<file path="src/nes_shell_pkg.sv">
/*
  Shared types and constants for the NES shell around the host bridge.
  Bridge addresses are word addresses of the settings block; anything
  outside this list is ignored by the decoder.
*/
`default_nettype none

package nes_shell_pkg;

  //////////////////////////////////////////////////
  // bridge

  typedef logic [31:0] bridge_addr_t;
  typedef logic [31:0] bridge_data_t;

  localparam bridge_addr_t ADDR_RESET         = 32'h0000_0050;
  localparam bridge_addr_t ADDR_HIDE_OVERSCAN = 32'h0000_0200;
  localparam bridge_addr_t ADDR_MASK_EDGES    = 32'h0000_0204;
  localparam bridge_addr_t ADDR_EXTRA_SPRITES = 32'h0000_0208;
  localparam bridge_addr_t ADDR_PALETTE       = 32'h0000_020C;
  localparam bridge_addr_t ADDR_MULTITAP      = 32'h0000_0300;
  localparam bridge_addr_t ADDR_MAP_Y_B       = 32'h0000_0310;

  //////////////////////////////////////////////////
  // controllers and pads

  typedef logic [15:0] cont_key_t;

  // bit positions in the key bitmap
  localparam int KEY_UP     = 0;
  localparam int KEY_DOWN   = 1;
  localparam int KEY_LEFT   = 2;
  localparam int KEY_RIGHT  = 3;
  localparam int KEY_FACE_A = 4;
  localparam int KEY_FACE_B = 5;
  localparam int KEY_FACE_Y = 7;
  localparam int KEY_SELECT = 14;
  localparam int KEY_START  = 15;

  // one byte per player, a in the top bit
  typedef struct packed {
    logic a;
    logic b;
    logic select;
    logic start;
    logic up;
    logic down;
    logic left;
    logic right;
  } nes_pad_t;

  localparam int NUM_PLAYERS = 4;

  //////////////////////////////////////////////////
  // settings, video and reset

  typedef logic [1:0] mask_edges_t;
  typedef logic [2:0] palette_t;

  typedef logic [23:0] rgb_t;

  // overscan flag position in the end-of-line slot word
  localparam int SLOT_OVERSCAN_BIT = 13;
  localparam int HS_DELAY_CYCLES   = 7;
  localparam int HS_DELAY_W        = 3;

  localparam int RESET_HOLD_CYCLES = 32'h0010_0000;

endpackage

`default_nettype wire

</file>
<file path="src/core_settings_if.sv">
/*
  Decoded core settings. One writer (the bridge decoder) and any
  number of readers; all fields are registered by the writer.
*/
`timescale 1ns/1ps
`default_nettype none

interface core_settings_if;

  logic                      hide_overscan;
  nes_shell_pkg::mask_edges_t mask_vid_edges;
  logic                      allow_extra_sprites;
  nes_shell_pkg::palette_t   selected_palette;
  logic                      multitap_enabled;
  logic                      map_y_b;

  modport writer (
    output hide_overscan,
    output mask_vid_edges,
    output allow_extra_sprites,
    output selected_palette,
    output multitap_enabled,
    output map_y_b
  );

  modport reader (
    input hide_overscan,
    input mask_vid_edges,
    input allow_extra_sprites,
    input selected_palette,
    input multitap_enabled,
    input map_y_b
  );

endinterface

`default_nettype wire

</file>
<file path="src/pad_mapper.sv">
/*
  Maps the controller key bitmaps onto NES pads, one register stage.
  Y/B remap applies to player 1 only. Pads 3 and 4 read as zero
  unless the multitap is enabled.
*/
`timescale 1ns/1ps
`default_nettype none

module pad_mapper (
  input  wire                          clk_74a,
  input  wire                          pll_core_locked,
  input  wire nes_shell_pkg::cont_key_t cont1_key,
  input  wire nes_shell_pkg::cont_key_t cont2_key,
  input  wire nes_shell_pkg::cont_key_t cont3_key,
  input  wire nes_shell_pkg::cont_key_t cont4_key,
  core_settings_if.reader              settings,
  output nes_shell_pkg::nes_pad_t      pad1,
  output nes_shell_pkg::nes_pad_t      pad2,
  output nes_shell_pkg::nes_pad_t      pad3,
  output nes_shell_pkg::nes_pad_t      pad4
);

  // plain mapping, face A to a and face B to b
  function automatic nes_shell_pkg::nes_pad_t map_keys(input nes_shell_pkg::cont_key_t key);
    nes_shell_pkg::nes_pad_t pad;
    pad.a      = key[nes_shell_pkg::KEY_FACE_A];
    pad.b      = key[nes_shell_pkg::KEY_FACE_B];
    pad.select = key[nes_shell_pkg::KEY_SELECT];
    pad.start  = key[nes_shell_pkg::KEY_START];
    pad.up     = key[nes_shell_pkg::KEY_UP];
    pad.down   = key[nes_shell_pkg::KEY_DOWN];
    pad.left   = key[nes_shell_pkg::KEY_LEFT];
    pad.right  = key[nes_shell_pkg::KEY_RIGHT];
    return pad;
  endfunction

  nes_shell_pkg::nes_pad_t p1_next;

  // remap shifts a and b one face button over
  always_comb begin
    p1_next = map_keys(cont1_key);
    if (settings.map_y_b) begin
      p1_next.a = cont1_key[nes_shell_pkg::KEY_FACE_B];
      p1_next.b = cont1_key[nes_shell_pkg::KEY_FACE_Y];
    end
  end

  always_ff @(posedge clk_74a or negedge pll_core_locked) begin
    if (!pll_core_locked) begin
      pad1 <= '0;
      pad2 <= '0;
      pad3 <= '0;
      pad4 <= '0;
    end else begin
      pad1 <= p1_next;
      pad2 <= map_keys(cont2_key);
      pad3 <= settings.multitap_enabled ? map_keys(cont3_key) : '0;
      pad4 <= settings.multitap_enabled ? map_keys(cont4_key) : '0;
    end
  end

endmodule

`default_nettype wire

</file>
<file path="src/pocket_nes_core.sv">
/*
  Core wrapper between the host bridge and the NES, clk_74a only.
  Bridge is write-only here. Video inputs must be synchronous to
  clk_74a. reset_hold_cycles must be positive.
*/
`timescale 1ns/1ps
`default_nettype none

module pocket_nes_core #(
  parameter int reset_hold_cycles = nes_shell_pkg::RESET_HOLD_CYCLES
) (
  input  wire                           clk_74a,
  input  wire                           pll_core_locked,

  // bridge, write side only
  input  wire nes_shell_pkg::bridge_addr_t bridge_addr,
  input  wire                           bridge_wr,
  input  wire nes_shell_pkg::bridge_data_t bridge_wr_data,

  input  wire nes_shell_pkg::cont_key_t  cont1_key,
  input  wire nes_shell_pkg::cont_key_t  cont2_key,
  input  wire nes_shell_pkg::cont_key_t  cont3_key,
  input  wire nes_shell_pkg::cont_key_t  cont4_key,

  // video from the NES
  input  wire                           h_blank,
  input  wire                           v_blank,
  input  wire                           hsync_in,
  input  wire                           vsync_in,
  input  wire nes_shell_pkg::rgb_t       pixel_rgb,

  output wire                           external_reset,
  output wire nes_shell_pkg::nes_pad_t   pad1,
  output wire nes_shell_pkg::nes_pad_t   pad2,
  output wire nes_shell_pkg::nes_pad_t   pad3,
  output wire nes_shell_pkg::nes_pad_t   pad4,
  output wire                           hide_overscan,
  output wire nes_shell_pkg::mask_edges_t mask_vid_edges,
  output wire                           allow_extra_sprites,
  output wire nes_shell_pkg::palette_t   selected_palette,

  // scaler side
  output wire nes_shell_pkg::rgb_t       video_rgb,
  output wire                           video_de,
  output wire                           video_hs,
  output wire                           video_vs
);

  core_settings_if settings ();

  wire reset_request;

  // settings seen by the NES core
  assign hide_overscan       = settings.hide_overscan;
  assign mask_vid_edges      = settings.mask_vid_edges;
  assign allow_extra_sprites = settings.allow_extra_sprites;
  assign selected_palette    = settings.selected_palette;

  settings_regs i_settings_regs (
    .clk_74a        (clk_74a),
    .pll_core_locked(pll_core_locked),
    .bridge_addr    (bridge_addr),
    .bridge_wr      (bridge_wr),
    .bridge_wr_data (bridge_wr_data),
    .settings       (settings.writer),
    .reset_request  (reset_request)
  );

  reset_stretcher #(
    .hold_cycles(reset_hold_cycles)
  ) i_reset_stretcher (
    .clk_74a        (clk_74a),
    .pll_core_locked(pll_core_locked),
    .reset_request  (reset_request),
    .external_reset (external_reset)
  );

  pad_mapper i_pad_mapper (
    .clk_74a        (clk_74a),
    .pll_core_locked(pll_core_locked),
    .cont1_key      (cont1_key),
    .cont2_key      (cont2_key),
    .cont3_key      (cont3_key),
    .cont4_key      (cont4_key),
    .settings       (settings.reader),
    .pad1           (pad1),
    .pad2           (pad2),
    .pad3           (pad3),
    .pad4           (pad4)
  );

  video_output_shaper i_video_output_shaper (
    .clk_74a        (clk_74a),
    .pll_core_locked(pll_core_locked),
    .h_blank        (h_blank),
    .v_blank        (v_blank),
    .hsync_in       (hsync_in),
    .vsync_in       (vsync_in),
    .pixel_rgb      (pixel_rgb),
    .settings       (settings.reader),
    .video_rgb      (video_rgb),
    .video_de       (video_de),
    .video_hs       (video_hs),
    .video_vs       (video_vs)
  );

endmodule

`default_nettype wire

</file>
<file path="src/reset_stretcher.sv">
/*
  Holds external_reset high for hold_cycles clocks after a request.
  A request during the hold restarts the count. hold_cycles must be
  positive.
*/
`timescale 1ns/1ps
`default_nettype none

module reset_stretcher #(
  parameter int hold_cycles = nes_shell_pkg::RESET_HOLD_CYCLES
) (
  input  wire  clk_74a,
  input  wire  pll_core_locked,
  input  wire  reset_request,
  output logic external_reset
);

  localparam int cnt_w = $clog2(hold_cycles + 1);

  logic [cnt_w-1:0] hold_count;

  // load on request, otherwise count down to zero
  always_ff @(posedge clk_74a or negedge pll_core_locked) begin
    if (!pll_core_locked) begin
      hold_count <= '0;
    end else if (reset_request) begin
      hold_count <= cnt_w'(hold_cycles);
    end else if (hold_count != '0) begin
      hold_count <= hold_count - 1'b1;
    end
  end

  assign external_reset = (hold_count != '0);

  // counter stays within its load value
  assert property (
    @(posedge clk_74a) disable iff (!pll_core_locked)
    hold_count <= cnt_w'(hold_cycles)
  );

endmodule

`default_nettype wire

</file>
<file path="src/settings_regs.sv">
/*
  Bridge write decoder for the core settings. Every cycle with
  bridge_wr high is a write; there is no stall and no read path.
  Only the low bits of the write data are kept.
*/
`timescale 1ns/1ps
`default_nettype none

module settings_regs (
  input  wire                         clk_74a,
  input  wire                         pll_core_locked,
  input  wire nes_shell_pkg::bridge_addr_t bridge_addr,
  input  wire                         bridge_wr,
  input  wire nes_shell_pkg::bridge_data_t bridge_wr_data,
  core_settings_if.writer             settings,
  output logic                        reset_request
);

  //////////////////////////////////////////////////
  // settings registers

  always_ff @(posedge clk_74a or negedge pll_core_locked) begin
    if (!pll_core_locked) begin
      settings.hide_overscan       <= 1'b0;
      settings.mask_vid_edges      <= '0;
      settings.allow_extra_sprites <= 1'b0;
      settings.selected_palette    <= '0;
      settings.multitap_enabled    <= 1'b0;
      settings.map_y_b             <= 1'b0;
    end else if (bridge_wr) begin
      case (bridge_addr)
        nes_shell_pkg::ADDR_HIDE_OVERSCAN: begin
          settings.hide_overscan <= bridge_wr_data[0];
        end
        nes_shell_pkg::ADDR_MASK_EDGES: begin
          settings.mask_vid_edges <= bridge_wr_data[1:0];
        end
        nes_shell_pkg::ADDR_EXTRA_SPRITES: begin
          settings.allow_extra_sprites <= bridge_wr_data[0];
        end
        nes_shell_pkg::ADDR_PALETTE: begin
          settings.selected_palette <= bridge_wr_data[2:0];
        end
        nes_shell_pkg::ADDR_MULTITAP: begin
          settings.multitap_enabled <= bridge_wr_data[0];
        end
        nes_shell_pkg::ADDR_MAP_Y_B: begin
          settings.map_y_b <= bridge_wr_data[0];
        end
        default: begin
          // unlisted address, nothing to update
        end
      endcase
    end
  end

  //////////////////////////////////////////////////
  // reset request

  // one-cycle pulse, data word is don't care
  always_ff @(posedge clk_74a or negedge pll_core_locked) begin
    if (!pll_core_locked) begin
      reset_request <= 1'b0;
    end else begin
      reset_request <= bridge_wr && (bridge_addr == nes_shell_pkg::ADDR_RESET);
    end
  end

endmodule

`default_nettype wire

</file>
<file path="src/video_output_shaper.sv">
/*
  Shapes NES video into the scaler format. Inputs are assumed to be
  on clk_74a at one pixel per clock. Hsync is turned into a single
  pulse seven clocks after its rise so it stays clear of vsync.
*/
`timescale 1ns/1ps
`default_nettype none

module video_output_shaper (
  input  wire                      clk_74a,
  input  wire                      pll_core_locked,
  input  wire                      h_blank,
  input  wire                      v_blank,
  input  wire                      hsync_in,
  input  wire                      vsync_in,
  input  wire nes_shell_pkg::rgb_t pixel_rgb,
  core_settings_if.reader          settings,
  output nes_shell_pkg::rgb_t      video_rgb,
  output logic                     video_de,
  output logic                     video_hs,
  output logic                     video_vs
);

  logic                                de;
  logic                                de_prev;
  logic                                hs_prev;
  logic                                vs_prev;
  logic [nes_shell_pkg::HS_DELAY_W-1:0] hs_delay;
  nes_shell_pkg::rgb_t                 slot_word;

  assign de = !(h_blank || v_blank);

  // end-of-line word, only the overscan flag is set
  always_comb begin
    slot_word = '0;
    slot_word[nes_shell_pkg::SLOT_OVERSCAN_BIT] = settings.hide_overscan;
  end

  //////////////////////////////////////////////////
  // data enable and pixels

  always_ff @(posedge clk_74a or negedge pll_core_locked) begin
    if (!pll_core_locked) begin
      video_de  <= 1'b0;
      video_rgb <= '0;
      de_prev   <= 1'b0;
    end else begin
      video_de <= de;
      de_prev  <= de;
      if (de) begin
        video_rgb <= pixel_rgb;
      end else if (de_prev) begin
        // first blank cycle after the active area
        video_rgb <= slot_word;
      end else begin
        video_rgb <= '0;
      end
    end
  end

  //////////////////////////////////////////////////
  // sync pulses

  always_ff @(posedge clk_74a or negedge pll_core_locked) begin
    if (!pll_core_locked) begin
      hs_prev  <= 1'b0;
      vs_prev  <= 1'b0;
      hs_delay <= '0;
      video_hs <= 1'b0;
      video_vs <= 1'b0;
    end else begin
      hs_prev  <= hsync_in;
      vs_prev  <= vsync_in;
      video_vs <= vsync_in && !vs_prev;
      video_hs <= (hs_delay == 1);

      // a new rise restarts the delay
      if (hsync_in && !hs_prev) begin
        hs_delay <= nes_shell_pkg::HS_DELAY_W'(nes_shell_pkg::HS_DELAY_CYCLES);
      end else if (hs_delay != '0) begin
        hs_delay <= hs_delay - 1'b1;
      end
    end
  end

  // sync outputs are single-cycle pulses
  assert property (
    @(posedge clk_74a) disable iff (!pll_core_locked)
    video_vs |=> !video_vs
  );

  assert property (
    @(posedge clk_74a) disable iff (!pll_core_locked)
    video_hs |=> !video_hs
  );

endmodule

`default_nettype wire
</file>
<file path="config.mk">
export PLATFORM = sky130hd
export DESIGN_NAME = pocket_nes_core
export DESIGN_NICKNAME = d
export VERILOG_FILES = /design/src/nes_shell_pkg.sv /design/src/core_settings_if.sv /design/src/pad_mapper.sv /design/src/pocket_nes_core.sv /design/src/reset_stretcher.sv /design/src/settings_regs.sv /design/src/video_output_shaper.sv
export SDC_FILE = /design/constraint.sdc
export NUM_CORES = 1
export LEC_CHECK = 0
export BUFFER_PORTS_ARGS = -buffer_cell sky130_fd_sc_hd__buf_2
export CAP_MARGIN = 20
export CORE_ASPECT_RATIO = 0.9
export CORE_MARGIN = 3
export CORE_UTILIZATION = 46
export CTS_BUF_LIST = sky130_fd_sc_hd__clkbuf_2 sky130_fd_sc_hd__clkbuf_4 sky130_fd_sc_hd__clkbuf_8
export DETAILED_ROUTE_END_ITERATION = 8
export GPL_TIMING_DRIVEN = 0
export PLACE_DENSITY = 0.84
export SETUP_SLACK_MARGIN = 0.02
export SKIP_CTS_REPAIR_TIMING = 1
export SLEW_MARGIN = 20
export SYNTH_ARGS = -nofsm -noshare
export SYNTH_HDL_FRONTEND = slang
export SYNTH_SLANG_ARGS = --single-unit
</file>
<file path="constraint.sdc">
create_clock -name clk_74a -period 4.19 [get_ports clk_74a]
set_input_delay 0.838 -clock clk_74a [delete_from_list [all_inputs] [get_ports clk_74a]]
set_output_delay 0.838 -clock clk_74a [all_outputs]
set_load 0.05 [all_outputs]
</file>
## Yosys cells after proc, flatten, opt, wreduce, memory -nomap -nowiden

Cells that the tools add are included.

- Bits in registers: 95
- Bits of input ports: 159

- Add/subtract/negate cells: 2
- Equal/unequal tests: 8
- Mux-type cells: 9
- Reductions and logical operators: 17

Operators with widths:

| kind | count |
|---|---|
| equality test 32 x 10 -> 1 bit, second input constant | 6 |
| two-way mux 21 bit | 2 |
| equality test 32 x 7 -> 1 bit, second input constant | 1 |
| two-way mux 24 bit | 1 |
| nonzero test 21 bit | 1 |
| subtractor 21 x 1 -> 21 bit, second input constant | 1 |
| two-way mux 8 bit | 2 |
| two-way mux 14 bit | 1 |
| AND reduction 2 bit | 6 |
| two-way mux 3 bit | 2 |
| nonzero test 2 bit | 2 |
| equality test 3 x 1 -> 1 bit, second input constant | 1 |
| logical AND 1 bit | 3 |
| logical NOT 1 bit | 3 |
| nonzero test 3 bit | 1 |
| subtractor 3 x 1 -> 3 bit, second input constant | 1 |
| two-way mux 2 bit | 1 |
| logical OR 1 bit | 1 |

## Logic depth before layout (Yosys ltp)

Gate-level depths: netlist (run 1).

- Depth after elaboration: 3
- Mapped depth: 8

## Hierarchy

A second synthesis (run 1) with hierarchy kept.

- Cell total of the unflattened synthesis: 297
- Area total of the unflattened synthesis: 3831.2 sq um

By module, submodules not included:

| module | instances | cells each | area an instance (sq um) | seq. area each (sq um) |
|---|---|---|---|---|
| reset_stretcher | 1 | 123 | 1183.6 | 525.5 |
| video_output_shaper | 1 | 77 | 1107.3 | 800.8 |
| pad_mapper | 1 | 51 | 949.7 | 800.8 |
| settings_regs | 1 | 46 | 590.6 | 250.2 |

## Worst setup path after synthesis (run 1)

No wires, ideal clock.

- Kind: flip-flop to output port
- Start point: register i_reset_stretcher.hold_count[0]
- End point: output external_reset
- Arrival: 1.687 ns
- Data required time: 3.352 ns
- Path slack: 1.665 ns
- Cell stages (with the launch flop): 5
- Buffers on the path: 0
- Cell sequence: dfrtp_1 > inv_1 > ha_1 > or4b_4 > or3_1

- Word-level cells in the longest chain between the ends: 1

RTL lines:

| element | RTL line | RTL |
|---|---|---|
| start, declared | reset_stretcher.sv:20 | `logic [cnt_w-1:0] hold_count;` |
| start signal, assigned | reset_stretcher.sv:27 | `hold_count <= cnt_w'(hold_cycles);` |
| start signal, assigned | reset_stretcher.sv:29 | `hold_count <= hold_count - 1'b1;` |
| nonzero test 21 bit | reset_stretcher.sv:33 | `assign external_reset = (hold_count != '0);` |
| end, declared | pocket_nes_core.sv:32 | `output wire external_reset,` |

No other way between the ends.

## Worst setup path in the final report (run 1)

- Start point: register i_reset_stretcher.hold_count[9]
- End point: output external_reset

Same word-level chain as after synthesis.

==> results of run 1 <==
## worst reg2reg max path, cell delays in order (launching register included)
cell       delay, ns
dfrtp_1         0.42
inv_1           0.11
ha_1            0.21
or4b_4          0.23
and4bb_1        0.22
buf_6           0.14
a2111oi_0       0.51
mux2_1          0.37
## area by class of cell
| class | instances | area [um^2] |
|---|---|---|
| Timing Repair Buffer | 166 | 859.6 |
| Multi-Input combinational cell | 206 | 1433 |
| Fill cell | 670 | 3075 |
| Inverter | 5 | 18.77 |
| Sequential cell | 95 | 2377 |
| Tap cell | 99 | 123.9 |
| Buffer | 11 | 67.56 |
| Clock buffer | 10 | 131.4 |
| Clock inverter | 6 | 58.81 |
## cell families (layout without fill, tap and decap cells)
group,Yosys count,count (layout),share of synthesized area
compound gates,27,27,0.05074
xor+xnor,1,1,0.002248
fa+ha+maj,5,5,0.01606
buf+inv,16,198,0.02216
flops,95,95,0.6101
mux,24,24,0.07386
simple gates,149,149,0.2248
## cell usage in the layout, fill, tap and decap left out, types with 6 or more instances in the layout
cell type  Yosys  layout
mux2_2        13      13
nor2b_1       16      16
nor4_1        16      16
clkbuf_1       7       7
a21oi_1        7       7
nor3_1         7       7
nor2_1        24      24
and2_1        39      39
clkbuf_8       0       9
nand2_1       15      15
buf_2          2     166
dfrtp_1       95      95
nand4_1        6       6
## through the flow
step	total power [uW]	hold WS [ns]
floorplan	4837	0.3777
global placement	5391	0.3849
detailed placement	5585	0.3986
CTS	6183	0.3659
global route	6689	0.3784
finish	6166	0.3662
## metal layers
layer	vias up	track usage	routed length [um]
met3	11	0.08277	852
met1	1517	0.2210	3440
met2	102	0.3574	4824
met4	0	0.05502	93
li1	1467	-	-
met5	-	0	0
## registers in the layout, indices dropped and copies added (netlist names), 2 cells and up
name	cells
i_pad_mapper.pad1	8
i_pad_mapper.pad2	8
i_pad_mapper.pad3	8
i_pad_mapper.pad4	8
i_reset_stretcher.hold_count	21
i_settings_regs.settings.mask_vid_edges	2
i_settings_regs.settings.selected_palette	3
i_video_output_shaper.hs_delay	3
i_video_output_shaper.video_rgb	24
## power groups by stage
stage               sequential (uW)  clock [uW]  combinational, uW
floorplan                      1300           0               3530
global placement               1250           0               4140
detailed placement             1250           0               4330
CTS                            1240         603               4340
global route                   1250         638               4800
finish                         1240         582               4340
## worst min path at each step
stage                                              from                                      endpoint  slack [ns]  cells past startpoint
after detailed placement  i_video_output_shaper.vs_prev                i_video_output_shaper.video_vs        0.40                      1
after floorplan           i_video_output_shaper.vs_prev                i_video_output_shaper.video_vs        0.38                      1
final                                   pll_core_locked               i_reset_stretcher.hold_count[2]        0.37                      1
after global placement    i_video_output_shaper.vs_prev                i_video_output_shaper.video_vs        0.38                      1
after global routing                    pll_core_locked  i_settings_regs.settings.selected_palette[0]        0.38                      1
after CTS                               pll_core_locked               i_reset_stretcher.hold_count[2]        0.37                      1
==> flow_metrics.env, run 1 <==
export IMPL_status="completed"
export IMPL_ir_drop_mv=0.8290
export IMPL_area_growth_syn_to_layout_pct=30.12
export IMPL_reg2reg_from="i_reset_stretcher.hold_count[0]"
export IMPL_final_util=0.6224
export IMPL_cts_tree="done"
export IMPL_wl_per_cell_um=15.40
export IMPL_clock_path_buffers=2
export IMPL_cp_end_kind="output port"
export IMPL_finalInstanceArea_um2=5070
export IMPL_hold_violations=0
export IMPL_min_period_ns=3.171
export IMPL_core_um2=8145
export IMPL_synth_fp_nets=481
export IMPL_yosysSeqAreaShare=0.6101
export IMPL_routed_wl_um=9211
export IMPL_drt_iter0_drc=142
export IMPL_grt_pass1_vias=3366
export IMPL_gp_congestion=0.8966
export IMPL_crit_path_start_kind="flip-flop"
export IMPL_chipHeight_um=93.31
export IMPL_path_max_fanout=7
export IMPL_grt_pass1_wl_um=15100
export IMPL_synth_edf_count=0
export IMPL_grt_start_max_net_pins=58
export IMPL_crit_arrival_ns=2.33
export IMPL_cts_inserted_buffers=9
export IMPL_combPwrFrac=0.705
export IMPL_grt_usage=0.2018
export IMPL_slew_headroom=0.6588
export IMPL_synth_cells=317
export IMPL_rows=31
export IMPL_maxCapViolations=0
export IMPL_num_io_pins=226
export IMPL_fmax_mhz=315.4
export IMPL_hold_class="input port to async pin"
export IMPL_pre_cts_slack_ns=1.440
export IMPL_async_flop_share=1.000
export IMPL_via_per_inst=5.179
export IMPL_setup_tns_ns=0
export IMPL_power_density_nw_per_um2=1216
export IMPL_power_switching_uw=2535
export IMPL_synth_seq_cells=95
export IMPL_place_area_um2=4880
export IMPL_dp_cells=582
export IMPL_worst_pin_slew_ns=0.4988
export IMPL_synth_area_um2=3896
export IMPL_crit_required_ns=3.35
export IMPL_initial_utilization=0.4783
export IMPL_cp_endpoint="external_reset"
export IMPL_nNetsFinal=658
export IMPL_startpoint="i_reset_stretcher.hold_count[9]"
export IMPL_p_int_uw=3631
export IMPL_diodes=0
export IMPL_drc=0
export IMPL_dr_pass1_iters=5
export IMPL_yosys_warnings=0
export IMPL_worst_path_buf_inv=1
export IMPL_power_leakage_uw=0.002753
export IMPL_die_w_um=103.0
export IMPL_dp_hpwl_um=6992
export IMPL_final_period_utilization=0.7568
export IMPL_timing_reg2reg_worst_path_depth=7
export IMPL_netlist_top_cells_area="dfrtp_1, and2_1, mux2_2"
export IMPL_path_clk_slew_ns=0.10
export IMPL_layout_drive_gt1_share=0.4248
export IMPL_p_clk_frac=0.094
export IMPL_clock_skew_ns=0.009651
export IMPL_cts_htree_levels=3
export IMPL_power_frac_seq=0.201
export IMPL_synth_cells_most_frequent="dfrtp_1, and2_1, nor2_1, nor2b_1, nor4_1"
export IMPL_switching_share=0.4111
export IMPL_r2r_setup_slack_ns=1.88
export IMPL_slowest_delay_ns=0.49
export IMPL_fin_cells=598
export IMPL_synth_cell_types=42
export IMPL_slowest_stage="nor4_1"
export IMPL_insertion_delay_ns=0.37
export IMPL_grt_overflow=0
export IMPL_io_buffers=165
export IMPL_syn_area_per_cell_um2=12.29
export IMPL_antenna_found_initial=0
export IMPL_worst_path_stages=4
export IMPL_dieArea_um2=9612
export IMPL_synth_flop_cell="dfrtp_1"
export IMPL_path_delay_family="simple AND/OR/NAND/NOR gates"
export IMPL_synth_top_area_cell="dfrtp_1"
export IMPL_crit_chain="nor4_1, nand4_1, or3_1, buf_2"
export IMPL_setup_slack_ns=1.019
export IMPL_critPathKind="flip-flop to output port"
export IMPL_drv_slew=0
export IMPL_reg2reg_to="i_reset_stretcher.hold_count[3]"
export IMPL_rsz0062_at_grt="no"
export IMPL_vias=3097
export IMPL_synth_top_cell_area_share=0.6101
export IMPL_postRouteAntennaNets=0
export IMPL_synth_most_common_cell="dfrtp_1"
export IMPL_cts_root_buffer="clkbuf_8"
export IMPL_finalSetupViolCount=0
export IMPL_clock_sinks=95
Note: power is estimated with default switching activity, not from simulation.
==> run 2, diff against run 1 <==
--- a/config.mk
+++ b/config.mk
@@ -5,15 +5,16 @@
 export SDC_FILE = /design/constraint.sdc
 export NUM_CORES = 1
 export LEC_CHECK = 0
+export ABC_AREA = 1
 export BUFFER_PORTS_ARGS = -buffer_cell sky130_fd_sc_hd__buf_2
 export CAP_MARGIN = 20
 export CORE_ASPECT_RATIO = 0.9
 export CORE_MARGIN = 3
-export CORE_UTILIZATION = 46
+export CORE_UTILIZATION = 42
 export CTS_BUF_LIST = sky130_fd_sc_hd__clkbuf_2 sky130_fd_sc_hd__clkbuf_4 sky130_fd_sc_hd__clkbuf_8
 export DETAILED_ROUTE_END_ITERATION = 8
 export GPL_TIMING_DRIVEN = 0
-export PLACE_DENSITY = 0.84
+export PLACE_DENSITY = 0.79
 export SETUP_SLACK_MARGIN = 0.02
 export SKIP_CTS_REPAIR_TIMING = 1
 export SLEW_MARGIN = 20
==> constraint.sdc (replaced) <==
create_clock -name clk_74a -period 2.5 [get_ports clk_74a]
set_input_delay 0.5 -clock clk_74a [delete_from_list [all_inputs] [get_ports clk_74a]]
set_output_delay 0.5 -clock clk_74a [all_outputs]
set_load 0.05 [all_outputs]
==> flow_metrics.env, run 2 <==
export IMPL_final_seq_area_um2=2377
export IMPL_regMostFlops="i_video_output_shaper.video_rgb"
export IMPL_syn_area_per_cell_um2=8.602
export IMPL_critPathKind="flip-flop to output port"
export IMPL_synth_fp_nets=643
export IMPL_reg2reg_to="i_reset_stretcher.hold_count[20]"
export IMPL_cts_inserted_buffers=9
export IMPL_power_uw=3112
export IMPL_antenna_found_initial=0
export IMPL_ir_drop_mv=0.3395
export IMPL_postRouteAntennaNets=0
export IMPL_maxCapViolations=0
export IMPL_hold_class="input port to async pin"
export IMPL_chipHeight_um=99.97
export IMPL_drt_iter0_drc=139
export IMPL_fmax_mhz=457.6
export IMPL_layout_drive_gt1_share=0.3212
export IMPL_synth_edf_count=0
export IMPL_dp_hpwl_um=7584
export IMPL_worst_pin_slew_ns=0.4876
export IMPL_cts_tree="done"
export IMPL_grt_pass1_vias=3600
export IMPL_grt_overflow=0
export IMPL_switching_share=0.2608
export IMPL_grt_pass1_wl_um=15810
export IMPL_cts_htree_levels=3
export IMPL_nFillCells=886
export IMPL_worst_path_buf_inv=3
export IMPL_synth_top_cell_area_share=0.5770
export IMPL_core_um2=9331
export IMPL_yosysSeqAreaShare=0.5770
export IMPL_wl_per_cell_um=12.17
export IMPL_power_switching_uw=811.6
export IMPL_drc=0
export IMPL_synth_most_common_cell="nand2_1"
export IMPL_path_clk_slew_ns=0.09
export IMPL_final_period_utilization=0.8741
export IMPL_grt_usage=0.1737
export IMPL_status="completed"
export IMPL_insertion_delay_ns=0.34
export IMPL_num_io_pins=226
export IMPL_slew_headroom=0.6750
export IMPL_p_clk_frac=0.355
export IMPL_clock_skew_ns=0.005838
export IMPL_power_frac_seq=0.520
export IMPL_crit_chain="inv_2, ha_1, inv_1, nor3_1, nand4_1, buf_2"
export IMPL_synth_top_area_cell="dfrtp_1"
export IMPL_reg2reg_from="i_reset_stretcher.hold_count[0]"
export IMPL_multiInputGateArea_um2=1389
export IMPL_timing_reg2reg_worst_path_depth=9
export IMPL_drv_slew=0
export IMPL_dr_pass1_iters=4
export IMPL_cts_root_buffer="clkbuf_8"
export IMPL_clock_sinks=95
export IMPL_yosys_warnings=0
export IMPL_vias=3617
export IMPL_layout_common_cells="buf_2, nand2_1, dfrtp_1"
export IMPL_gp_congestion=0.8756
export IMPL_slowest_delay_ns=0.40
export IMPL_routed_wl_um=9515
export IMPL_final_util=0.5735
export IMPL_r2r_setup_slack_ns=0.77
export IMPL_initial_utilization=0.4415
export IMPL_p_int_uw=2300
export IMPL_rsz0062_at_grt="no"
export IMPL_crit_required_ns=2.00
export IMPL_final_common_cell="buf_2"
export IMPL_combPwrFrac=0.125
export IMPL_synth_cell_types=26
export IMPL_largest_reg_flops=24
export IMPL_grt_start_max_net_pins=56
export IMPL_power_density_nw_per_um2=581.5
export IMPL_nNetsFinal=819
export IMPL_dieArea_um2=11040
export IMPL_rows=33
export IMPL_path_max_fanout=7
export IMPL_cp_end_kind="output port"
export IMPL_path_delay_family="buffers and inverters"
export IMPL_crit_path_start_kind="flip-flop"
export IMPL_slowest_stage="dfrtp_1"
export IMPL_io_buffers=164
export IMPL_finalSetupViolCount=0
export IMPL_synth_flop_cell="dfrtp_1"
export IMPL_die_w_um=110.4
export IMPL_clock_path_buffers=2
export IMPL_reg_top3="i_video_output_shaper.video_rgb: 24 flops, i_reset_stretcher.hold_count: 21 flops"
export IMPL_synth_cells=479
export IMPL_area_growth_syn_to_layout_pct=29.88
export IMPL_async_flop_share=1.000
export IMPL_synth_area_um2=4120
export IMPL_synth_seq_cells=95
export IMPL_diodes=0
export IMPL_netlist_top_cells_area="dfrtp_1, nand2_1, nor2_1"
export IMPL_setup_tns_ns=0
export IMPL_min_period_ns=2.185
export IMPL_via_per_inst=4.625
export IMPL_synth_cells_most_frequent="nand2_1, dfrtp_1, nor2_1, inv_1, nand3_1"
export IMPL_crit_arrival_ns=1.69
export IMPL_hold_violations=0
export IMPL_power_leakage_uw=0.003335
-- run 2: power groups by stage --
stage / Combinational [uW] / Clock (uW) / Sequential [uW]
floorplan: 101 / 0 / 1770
global placement: 374 / 0 / 1640
detailed placement: 397 / 0 / 1650
CTS: 397 / 1150 / 1620
global route: 431 / 1200 / 1620
finish: 389 / 1100 / 1620
-- run 2: cell type report --
type                    count  share of cell area
plain buffers               9            0.009352
repair buffers            165              0.1597
multi-input cells         294              0.2595
inverters                  81             0.05682
flip-flops and latches     95              0.4442
well taps                 122             0.02852
clock inverters             6             0.01730
clock buffers              10             0.02455
-- run 2: routing by layer --
layer  up-vias  wire length (um)  global-route usage
li1       1810                 -                   -
met1      1699              3841              0.2033
met2       102              4918              0.3046
met3         6               691             0.06148
met4         0                64             0.05019
met5         -                 0                   0
-- run 2: how the worst max path moves through the flow --
stage	from	to	cells past startpoint
floorplan	i_reset_stretcher.hold_count[0]	external_reset	5
finish	i_reset_stretcher.hold_count[0]	external_reset	6
CTS	i_reset_stretcher.hold_count[0]	external_reset	6
global placement	pll_core_locked	i_video_output_shaper.video_rgb[14]	1
detailed placement	i_reset_stretcher.hold_count[0]	external_reset	6
global route	i_reset_stretcher.hold_count[0]	external_reset	6
-- run 2: logic make-up after synthesis --
kind of cell,Yosys count,share of synthesized area
compound gates,10,0.01610
flops,95,0.5770
simple gates,279,0.3058
buf+inv,90,0.08594
fa+ha+maj,5,0.01518
-- run 2: metrics by stage --
stage	std cells	setup WS (ns)	hold WS, ns	cell area, um^2
after global routing	782	0.1093	0.04882	5351
after CTS	782	0.1972	0.04710	5351
after detailed placement	766	0.6003	0.3942	5127
after floorplan	479	0.6063	0.2044	4120
after global placement	765	0.06570	0.3809	5094
final	782	0.3147	0.05192	5351
